## config.mk

```make
export PLATFORM = sky130hd
export DESIGN_NAME = exec_core
export DESIGN_NICKNAME = d
export VERILOG_FILES = /design/src/design/reg_pkg.sv /design/src/design/exec_pkg.sv /design/src/design/alu.sv /design/src/design/exec_core.sv /design/src/design/exec_ctrl.sv /design/src/design/pc_counter.sv /design/src/design/reg_file.sv
export SDC_FILE = /design/constraint.sdc
export NUM_CORES = 2
export LEC_CHECK = 0
export BUFFER_PORTS_ARGS = -buffer_cell sky130_fd_sc_hd__buf_4
export CAP_MARGIN = 20
export CORE_MARGIN = 4
export CORE_UTILIZATION = 66
export CTS_BUF_LIST = sky130_fd_sc_hd__clkbuf_8
export DETAILED_ROUTE_END_ITERATION = 6
export GPL_TIMING_DRIVEN = 1
export PLACE_DENSITY = 0.81
export SYNTH_ARGS = -nofsm -noshare
export SYNTH_HDL_FRONTEND = slang
export SYNTH_SLANG_ARGS = --single-unit
```

## constraint.sdc

```tcl
create_clock -name clk -period 7.9 [get_ports clk]
set_clock_uncertainty 0.2 [all_clocks]
set_input_delay 0.395 -clock clk [delete_from_list [all_inputs] [get_ports clk]]
set_output_delay 0.395 -clock clk [all_outputs]
set_load 0.01 [all_outputs]
```

## src/design/reg_pkg.sv

```systemverilog
package reg_pkg;

   // ====================
   // Register file geometry
   // ====================

   // Width of one data word.
   localparam int data_width = 32;

   // Width of a register address.
   localparam int addr_width = 4;

   // One data word.
   typedef logic [data_width-1:0] word_t;

   // One register address, R0 to R15.
   typedef logic [addr_width-1:0] reg_addr_t;

   // R15 is the program counter and is not stored in the array.
   localparam reg_addr_t pc_index = 4'd15;

   // R14 is the link register, written by a call.
   localparam reg_addr_t link_index = 4'd14;

endpackage

```

## src/design/exec_pkg.sv

```systemverilog
package exec_pkg;

   // ====================
   // Instruction format
   // ====================

   // Operation codes.
   // Values 9 to 15 are undefined.
   typedef enum logic [3:0]
   {
      op_nop  = 4'd0,
      op_add  = 4'd1,
      op_sub  = 4'd2,
      op_and  = 4'd3,
      op_or   = 4'd4,
      op_xor  = 4'd5,
      op_movi = 4'd6,
      op_jmp  = 4'd7,
      op_call = 4'd8
   } opcode_t;

   // One instruction word, 32 bits.
   // The immediate is zero-extended when used.
   typedef struct packed
   {
      opcode_t           op;
      reg_pkg::reg_addr_t rd;
      reg_pkg::reg_addr_t ra;
      reg_pkg::reg_addr_t rb;
      logic [15:0]       imm;
   } instr_t;

   // ====================
   // Write-back
   // ====================

   // Register write request, 37 bits.
   // An address of pc_index loads the PC.
   typedef struct packed
   {
      logic               en;
      reg_pkg::reg_addr_t addr;
      reg_pkg::word_t     data;
   } wb_t;

endpackage

```

## src/design/alu.sv

```systemverilog
`timescale 1ns/1ps

module alu
(
   input  exec_pkg::instr_t instr,
   input  reg_pkg::word_t   opnd_a,
   input  reg_pkg::word_t   opnd_b,
   output exec_pkg::wb_t    wb
);

   // Immediate widened to a full word.
   reg_pkg::word_t imm_ext;

   assign imm_ext = {{(reg_pkg::data_width-16){1'b0}}, instr.imm};

   // ====================
   // Operation select
   // ====================

   // Default is a write to rd.
   // Jumps and calls retarget the write to R15.
   always_comb
   begin
      wb.en   = 1'b1;
      wb.addr = instr.rd;
      wb.data = '0;
      case (instr.op)
         exec_pkg::op_add:
         begin
            wb.data = opnd_a + opnd_b;
         end
         exec_pkg::op_sub:
         begin
            wb.data = opnd_a - opnd_b;
         end
         exec_pkg::op_and:
         begin
            wb.data = opnd_a & opnd_b;
         end
         exec_pkg::op_or:
         begin
            wb.data = opnd_a | opnd_b;
         end
         exec_pkg::op_xor:
         begin
            wb.data = opnd_a ^ opnd_b;
         end
         exec_pkg::op_movi:
         begin
            wb.data = imm_ext;
         end
         // Call target only, the link is handled in the register file.
         exec_pkg::op_jmp, exec_pkg::op_call:
         begin
            wb.addr = reg_pkg::pc_index;
            wb.data = opnd_a;
         end
         // Nop and undefined codes write nothing.
         default:
         begin
            wb.en = 1'b0;
         end
      endcase
   end

endmodule

```

## src/design/exec_core.sv

```systemverilog
`timescale 1ns/1ps

module exec_core
(
   input  logic               clk,
   input  logic               arst_n,
   input  logic               instr_valid,
   input  exec_pkg::instr_t   instr,
   input  reg_pkg::reg_addr_t dbg_addr,
   output reg_pkg::word_t     dbg_data,
   output reg_pkg::word_t     pc
);

   // Operand path.
   reg_pkg::reg_addr_t rd_a;
   reg_pkg::reg_addr_t rd_b;
   reg_pkg::word_t     data_a;
   reg_pkg::word_t     data_b;

   // Write-back path, raw and gated.
   exec_pkg::wb_t      alu_wb;
   exec_pkg::wb_t      wb;
   logic               link;
   logic               count;

   // ====================
   // Decode and issue
   // ====================

   exec_ctrl u_ctrl
   (
      .instr_valid (instr_valid),
      .instr       (instr),
      .alu_wb      (alu_wb),
      .rd_a        (rd_a),
      .rd_b        (rd_b),
      .wb          (wb),
      .link        (link),
      .count       (count)
   );

   // Result and destination.
   alu u_alu
   (
      .instr  (instr),
      .opnd_a (data_a),
      .opnd_b (data_b),
      .wb     (alu_wb)
   );

   // ====================
   // Registers and PC
   // ====================

   reg_file u_regs
   (
      .clk      (clk),
      .arst_n   (arst_n),
      .wb       (wb),
      .link     (link),
      .count    (count),
      .rd_a     (rd_a),
      .rd_b     (rd_b),
      .dbg_addr (dbg_addr),
      .data_a   (data_a),
      .data_b   (data_b),
      .dbg_data (dbg_data),
      .pc       (pc)
   );

endmodule

```

## src/design/exec_ctrl.sv

```systemverilog
`timescale 1ns/1ps

module exec_ctrl
(
   input  logic               instr_valid,
   input  exec_pkg::instr_t   instr,
   input  exec_pkg::wb_t      alu_wb,
   output reg_pkg::reg_addr_t rd_a,
   output reg_pkg::reg_addr_t rd_b,
   output exec_pkg::wb_t      wb,
   output logic               link,
   output logic               count
);

   // ALU result targets R15.
   logic writes_pc;

   // ====================
   // Source addresses
   // ====================

   // Operands are read every cycle, valid or not.
   assign rd_a = instr.ra;
   assign rd_b = instr.rb;

   // ====================
   // Strobes
   // ====================

   assign writes_pc = alu_wb.en && (alu_wb.addr == reg_pkg::pc_index);

   // Write-back only while the instruction is valid.
   always_comb
   begin
      wb      = alu_wb;
      wb.en   = alu_wb.en && instr_valid;
   end

   // A call saves the return PC into R14.
   assign link = instr_valid && (instr.op == exec_pkg::op_call);

   // PC advances for every valid instruction that does not load it.
   // Nop counts as well.
   assign count = instr_valid && !writes_pc;

   // ====================
   // Checks
   // ====================

   // Issued instructions carry a defined opcode.
   // Settles after all inputs of the cycle have changed.
   always_comb
   begin
      if (instr_valid)
      begin
         a_op_defined : assert final (
            instr.op inside {
               exec_pkg::op_nop,
               exec_pkg::op_add,
               exec_pkg::op_sub,
               exec_pkg::op_and,
               exec_pkg::op_or,
               exec_pkg::op_xor,
               exec_pkg::op_movi,
               exec_pkg::op_jmp,
               exec_pkg::op_call
            }
         )
         else $error("exec_ctrl: undefined opcode %0d", instr.op);
      end
   end

endmodule

```

## src/design/pc_counter.sv

```systemverilog
`timescale 1ns/1ps

module pc_counter
(
   input  logic           clk,
   input  logic           arst_n,
   input  logic           count,
   input  logic           load,
   input  reg_pkg::word_t load_data,
   output reg_pkg::word_t pc
);

   // Increment step.
   localparam reg_pkg::word_t step = 32'd1;

   // ====================
   // Counter
   // ====================

   // A load replaces the value.
   // Otherwise count advances it by one.
   always_ff @(posedge clk or negedge arst_n)
   begin
      if (!arst_n)
      begin
         pc <= '0;
      end
      else if (load)
      begin
         pc <= load_data;
      end
      else if (count)
      begin
         pc <= pc + step;
      end
   end

   // ====================
   // Checks
   // ====================

   // Control never asks to load and count in the same cycle.
   // An instruction that writes R15 must not also bump the PC.
   a_load_count_excl : assert property (
      @(posedge clk) disable iff (!arst_n)
      !(load && count)
   )
   else $error("pc_counter: load and count high together");

endmodule

```

## src/design/reg_file.sv

```systemverilog
`timescale 1ns/1ps

module reg_file
(
   input  logic               clk,
   input  logic               arst_n,
   input  exec_pkg::wb_t      wb,
   input  logic               link,
   input  logic               count,
   input  reg_pkg::reg_addr_t rd_a,
   input  reg_pkg::reg_addr_t rd_b,
   input  reg_pkg::reg_addr_t dbg_addr,
   output reg_pkg::word_t     data_a,
   output reg_pkg::word_t     data_b,
   output reg_pkg::word_t     dbg_data,
   output reg_pkg::word_t     pc
);

   // Stored registers R0 to R14.
   reg_pkg::word_t regs [0:reg_pkg::link_index];

   // Write to the array, any address but R15.
   logic arr_we;

   // Write to R15, a PC load.
   logic pc_load;

   // ====================
   // Write decode
   // ====================

   assign arr_we  = wb.en && (wb.addr != reg_pkg::pc_index);
   assign pc_load = wb.en && (wb.addr == reg_pkg::pc_index);

   // Program counter, seen as R15.
   pc_counter u_pc
   (
      .clk       (clk),
      .arst_n    (arst_n),
      .count     (count),
      .load      (pc_load),
      .load_data (wb.data),
      .pc        (pc)
   );

   // ====================
   // Register array
   // ====================

   // Link saves the PC before the call into R14.
   // It has priority over a normal write.
   always_ff @(posedge clk or negedge arst_n)
   begin
      if (!arst_n)
      begin
         for (int i = 0; i <= int'(reg_pkg::link_index); i++)
         begin
            regs[i] <= '0;
         end
      end
      else if (link)
      begin
         regs[reg_pkg::link_index] <= pc;
      end
      else if (arr_we)
      begin
         regs[wb.addr] <= wb.data;
      end
   end

   // ====================
   // Read ports
   // ====================

   // Address 15 returns the live PC.
   function automatic reg_pkg::word_t read_port(input reg_pkg::reg_addr_t addr);
      reg_pkg::word_t value;
      if (addr == reg_pkg::pc_index)
      begin
         value = pc;
      end
      else
      begin
         value = regs[addr];
      end
      return value;
   endfunction

   // Two operand ports and the debug port.
   always_comb
   begin
      data_a   = read_port(rd_a);
      data_b   = read_port(rd_b);
      dbg_data = read_port(dbg_addr);
   end

   // A call writes R15, so its link never meets a write to R14.
   a_link_no_r14 : assert property (
      @(posedge clk) disable iff (!arst_n)
      link |-> !(wb.en && (wb.addr == reg_pkg::link_index))
   )
   else $error("reg_file: link and R14 write in the same cycle");

endmodule

```

**Word-level counts from Yosys, hierarchy flattened**

Cells that the tools add are included.
W data, S select, Z words.

- Bits in registers: 512
- Bits of input ports: 39
- Logic and storage cells: 80

- Add/sub/neg operators: 3
- Magnitude comparators: 5
- Eq/ne operators: 13
- Muxes and demuxes: 22
- Bitwise gates (word level): 8
- Reductions and logical operators: 13

Operator list:

| operator | number |
|---|---|
| $bwmux W480 | 1 |
| $mux W32 | 14 |
| $bmux W32 S4 | 3 |
| $pmux W32 S7 | 1 |
| $demux W32 S4 | 1 |
| $add A32 B1 Y32 const B | 1 |
| $add A32 B32 Y32 | 1 |
| $and A32 B32 Y32 | 1 |
| $or A32 B32 Y32 | 1 |
| $sub A32 B32 Y32 | 1 |
| $xor A32 B32 Y32 | 1 |
| $eq A4 B4 Y1 const B | 5 |
| $ge A5 B5 Y1 const B | 4 |
| $not A4 Y5 | 4 |
| $eq A4 B3 Y1 const B | 4 |
| $eq A4 B2 Y1 const B | 2 |
| $reduce_or A8 Y1 | 1 |
| $logic_and A1 B1 Y1 | 7 |
| $lt A5 B1 Y1 const B | 1 |
| $eq A4 B1 Y1 const B | 1 |
| $mux W4 | 1 |
| $ne A4 B4 Y1 const B | 1 |
| $reduce_bool A2 Y1 | 2 |
| $reduce_and A2 Y1 | 1 |
| other kinds (4) | 4 |

**Logic depth before layout (Yosys ltp)**

- Depth in word-level cells: 11
- Mapped depth: 28
- Mapped depth without buffers: 23

**Hierarchy**

Synthesis repeated with hierarchy kept, for this count alone.

- Cells, all modules: 3102
- Area, all modules: 37206.9 µm²

By module, submodules not included:

| module | instances | cells each | area an instance (µm²) |
|---|---|---|---|
| reg_file | 1 | 2202 | 30525.5 |
| alu | 1 | 627 | 4400.5 |
| pc_counter | 1 | 223 | 1910.6 |
| exec_ctrl | 1 | 50 | 370.4 |

**Least setup slack after synthesis**

Ideal clock, no wire load.

- Path type: in2reg
- Start: input port instr[21] (netlist name)
- End: register u_regs.regs[30] (netlist name)
- Library setup time: 0.153 ns
- Data arrival time: 5.733 ns
- Data required time: 7.547 ns
- Path slack: 1.814 ns
- Stages on the path: 22
- Cells stage by stage: buf_2 > buf_1 > clkbuf_1 > buf_1 > mux4_2 > mux4_2 > o21a_1 > inv_1 > ha_1 > inv_1 > fa_1 > a211oi_1 > o21a_1 > o41ai_1 > a21oi_1 > a211oi_1 > o41a_1 > a21o_1 > a211o_1 > a221oi_1 > buf_2 > a21oi_1

- Word-level cells in the longest chain between the ends: 10
- Elaborated cells on any way between the ends: 15
- Those cells by class: 2 x add/sub; 1 x eq/ne; 8 x mux; 4 x bitwise

RTL lines:

| element | line | text |
|---|---|---|
| start, declared | exec_core.sv:8 | `input exec_pkg::instr_t instr,` |
| $not A4 Y5 (implied by the code) | reg_file.sv:84 | `value = regs[addr];` |
| $bmux W32 S4 | reg_file.sv:84 |  |
| $mux W32 (implied by the code) (2 in series) | reg_file.sv:84 |  |
| $mux W32 * | reg_file.sv:78 | `if (addr == reg_pkg::pc_index)` |
| $sub A32 B32 Y32 (tied with other cells) | alu.sv:34 | `wb.data = opnd_a - opnd_b;` |
| $pmux W32 S7 * | alu.sv:27 | `case (instr.op)` |
| $bwmux W480 * | reg_file.sv:67 | `regs[wb.addr] <= wb.data;` |
| $mux W32 * | reg_file.sv:65 | `else if (arr_we)` |
| $mux W32 * | reg_file.sv:61 | `else if (link)` |
| end signal, assigned by index | reg_file.sv:63 | `regs[reg_pkg::link_index] <= pc;` |
| end signal, assigned by index | reg_file.sv:67 |  |
| end, declared | reg_file.sv:20 | `reg_pkg::word_t regs [0:reg_pkg::link_index];` |

Every way passes the cells marked *; elsewhere a longest branch is shown, timed or not. The select of a mux whose other input is x is not followed.
A chain may end at the register's enable or synchronous reset.

**Final worst setup path**

- Start: input port instr[17] (netlist name)
- End: register u_regs.u_pc.pc[26]

- Word-level cells in the longest chain between the ends: 8
- Elaborated cells on any way between the ends: 13
- Those cells by class: 2 x add/sub; 1 x eq/ne; 6 x mux; 4 x bitwise

RTL lines:

| element | line | text |
|---|---|---|
| $not A4 Y5 (implied by the code) | reg_file.sv:84 |  |
| $bmux W32 S4 | reg_file.sv:84 |  |
| $mux W32 (implied by the code) (2 in series) | reg_file.sv:84 |  |
| $mux W32 * | reg_file.sv:78 |  |
| $sub A32 B32 Y32 (tied with other cells) | alu.sv:34 |  |
| $pmux W32 S7 * | alu.sv:27 |  |
| $mux W32 * | pc_counter.sv:28 | `else if (load)` |
| end signal, assigned | pc_counter.sv:30 | `pc <= load_data;` |
| end signal, assigned | pc_counter.sv:34 | `pc <= pc + step;` |
| end, declared | pc_counter.sv:10 | `output reg_pkg::word_t pc` |

Marks and branches as above.

==> results.md <==
- Initial Util: 67.2%
- DIE HEIGHT: 240 um
- Fin. max-slew vios: 0
- Placed cell areas: 37000 um2
- FF-to-FF End: u_regs.u_pc.pc[26]
- TritonCTS clock tree: done
- Leak pwr: ~17 nW
- Hold Crit Start: instr[27]
- R2r worst-path depth: 21
- Mapped cell area: 35600 um2
- Post-synth ARST share: 100%
- Final setup vio count: 0
- WL/cell: 31.2 um
- Clock latency on the worst-skew pair: 0.75 ns
- Clk slew on worst S/H paths: 0.06 ns
- Grt ovf: 0
- Min-delay worst type: input pin to register
- Final wirelength: between 100 and 150 mm
- CP required: 8.32 ns
- Worst EP arrival: 7.08 ns
- Worst-path fanout max: 68
- Fin area: 38900 um2
- Largest net degree at the start of global routing: approximately 160
- CTS Root Cell: clkbuf_8
- Fill count: about 3700
- Vias: 32800
- Synth unique cells: approximately 90
- Highest Clock Rate: 150 MHz
- NumNets Final: 3645
- TritonRoute pass-1 iters: 6
- RSZ-0062 raised after global routing: no
- Critical-path top delay cell: or4b_2
- Max_slew headroom: 20.4%
- Core area: 53000 um2
- Worst VDD drop: 0.180 mV
- Multi-input gate area: between 20000 and 25000 um2
- Worst Setup Start Kind: input pin
- Seq/Total Area, Yosys: 36.0%
- Hold path cells: 4
- DRC violations left: 0
- Hold Crit Endpoint: u_regs.regs[351]
- Total negative slack: 0 ns
- Vias/cell: between 7 and 8
- Sequential Area: 12800 um2
- Setup crit end kind: register
- Mapped Cells: 3499
- Fin crit share: 84.4%
- Status: finished clean
- Max_cap viols: 0
- Hold Vio Cnt, Final: 0
- DIE AREA: 57700 um2
- Post-route ant nets: 0
- Final worst path period need: between 6 and 7 ns
- Synth Register Bits: 512
- Ys flop type: dfrtp_1
- CP max stage delay: 0.64 ns
- FP Rows: 84
- Syn_area_per_cell: 10.2 um2
- Routability congestion estimate: 1.02
- Fraction of layout cells with a size suffix above 1: 22.2%
- Critical path origin: instr[17]
- Buffer depth of the longest clock path: 3
- Area growth, synth to finish: 9.25%
- Number of global-route vias before repair: 32000
- Synthesis Warnings: 0
- Worst r2r src: u_regs.regs[132]
- Slew @ Worst Pin: 1.19 ns
- H-Tree Depth: 3
- EDFF count, synth: 0
- R2R Setup Slk: about 1.3 ns
- Cell chain of the critical path: buf_6, nand2_1, o22ai_1, a2111o_1, nand3_1, and4bb_2, nand3_1, nor2_1, nand2_1, o21ai_0, xnor2_1, ha_1, nand4_1, o41ai_1, a21oi_1, a211oi_1, o41a_1, a21oi_1, or4b_2, and3_1, o2bb2ai_1, a2bb2oi_1
- Clock sinks: 512
- First-pass GRT wire length: 198 mm
- PortBufs: 102
- Initial antenna violation count: 7
- Pwr/cell area: 242 nW/um2
- DRT iter0 DRCs: 5403
- HPWL after DPL: 85.0 mm
- Die W: 240 um
- GRT Total Usage: 45.9%
- Worst setup path class: input pin to register
- TritonCTS buffer count: slightly below 90
- Post-Syn Nets: 3636
- I/O pin count: 103
==> where the power goes <==
| part | switching [mW] | total [mW] | leakage, nW | internal, mW |
|---|---|---|---|---|
| Combinational | 1.78 | 3.22 | 8.89 | 1.44 |
| Sequential | 0.619 | 3.73 | 6.75 | 3.11 |
| Clock | 1.20 | 2.45 | 1.02 | 1.26 |
==> sequential cells by signal (all words and copies together), names as in the netlist <==
| register | flops |
|---|---|
| u_regs.regs | 480 |
| u_regs.u_pc.pc | 32 |
==> placed cells by master (no fill, tap or decap), types with 97 or more instances in the layout <==
| cell | n |
|---|---|
| clkbuf_8 | 112 |
| mux2i_1 | 105 |
| o21ai_0 | 481 |
| buf_4 | 217 |
| inv_1 | 127 |
| dfrtp_1 | 512 |
| mux4_2 | 326 |
| nor2_1 | 246 |
| nand2_1 | 373 |
| ha_1 | 97 |
| a21oi_1 | 263 |
==> critical path: cells and delay by family <==
family,cells,cell delay (ns)
and+or+nand+nor,9,2.84
AOI/OAI and AO/OA,10,2.70
buffers and inverters,1,0.56
adders and majority gates,1,0.39
xor gates and xnor gates,1,0.09
==> cell usage after synthesis, drive strengths merged, types with 19 or more instances <==
| master | n | share of area, % |
|---|---|---|
| dfrtp | 512 | 36 |
| ha | 97 | 3.4 |
| a211oi | 48 | 1.1 |
| a21oi | 269 | 3.8 |
| nand2 | 378 | 4.0 |
| a22oi | 26 | 0.55 |
| nor2 | 253 | 2.7 |
| mux2 | 48 | 1.5 |
| clkbuf | 232 | 2.4 |
| o21ai | 490 | 6.9 |
| a221oi | 34 | 0.85 |
| nand3 | 27 | 0.39 |
| xnor2 | 45 | 1.1 |
| a21o | 29 | 0.61 |
| mux4 | 327 | 21 |
| o221ai | 31 | 0.76 |
| buf | 85 | 1.4 |
| nor3 | 19 | 0.27 |
| o22ai | 25 | 0.44 |
| and3 | 22 | 0.39 |
| mux2i | 105 | 3.0 |
| inv | 99 | 1.0 |
| nor2b | 36 | 0.63 |
| o21a | 56 | 1.2 |
==> worst max-delay path by stage <==
| stage | end | slack (ns) | cells after the start |
|---|---|---|---|
| after CTS | u_regs.regs[127] | 1.47 | 26 |
| after detailed placement | u_regs.regs[127] | 0.81 | 26 |
| after floorplan | u_regs.regs[30] | 1.81 | 22 |
| after global routing | u_regs.regs[127] | 0.88 | 26 |
| after global placement | u_regs.regs[127] | 0.95 | 26 |
| final | u_regs.u_pc.pc[26] | 1.23 | 22 |
==> metrics by stage <==
stage | hold WS [ns] | total power, mW | utilization (%) | setup WS (ns) | std cells
finish | 0.0462 | 9.40 | 73.4 | 1.23 | 4269
global route | 0.0254 | 9.75 | 73.3 | 0.878 | 4263
detailed placement | 0.249 | 6.80 | 69.8 | 0.811 | 4097
global placement | 0.243 | 6.65 | 69.8 | 0.952 | 4096
floorplan | -0.101 | 5.64 | - | 1.81 | 3499
CTS | 0.00491 | 9.23 | 73.2 | 1.47 | 4255
==> metal layers <==
layer / GRT usage, % / wire [um] / up-vias
li1: - / - / 13100
met1: 60.9 / 45400 / 15800
met2: 63.3 / 55400 / 3086
met3: 20.5 / 22900 / 732
met4: 26.0 / 9290 / 6
met5: 0 / 39 / -
==> cells by family after synthesis <==
| logic type | after synthesis | share of synthesized area, % |
|---|---|---|
| AO/OA/AOI/OAI | 1118 | 18.9 |
| XOR/XNOR | 51 | 1.26 |
| adder cells (fa/ha/maj) | 98 | 3.47 |
| buffers and inverters | 416 | 4.90 |
| flip-flops | 512 | 36.0 |
| multiplexers | 480 | 25.2 |
| AND/OR/NAND/NOR | 824 | 10.2 |
==> timing repair <==
item	CTS	global route
hold buffers	2	0
hold endpoints to repair	86	0
gates resized for setup	0	0
setup buffers	0	0
==> layout make-up <==
class | count | share of cell area [%]
Antenna cell | 7 | 0.0451
Clock buffer | 109 | 3.86
Clock inverter | 47 | 0.654
Inverter | 99 | 0.956
Multi-Input combinational cell | 2571 | 54.4
Sequential cell | 512 | 33.0
Tap cell | 688 | 2.22
Timing Repair Buffer | 236 | 4.91
No activity file was read; power rests on OpenSTA's default activity.
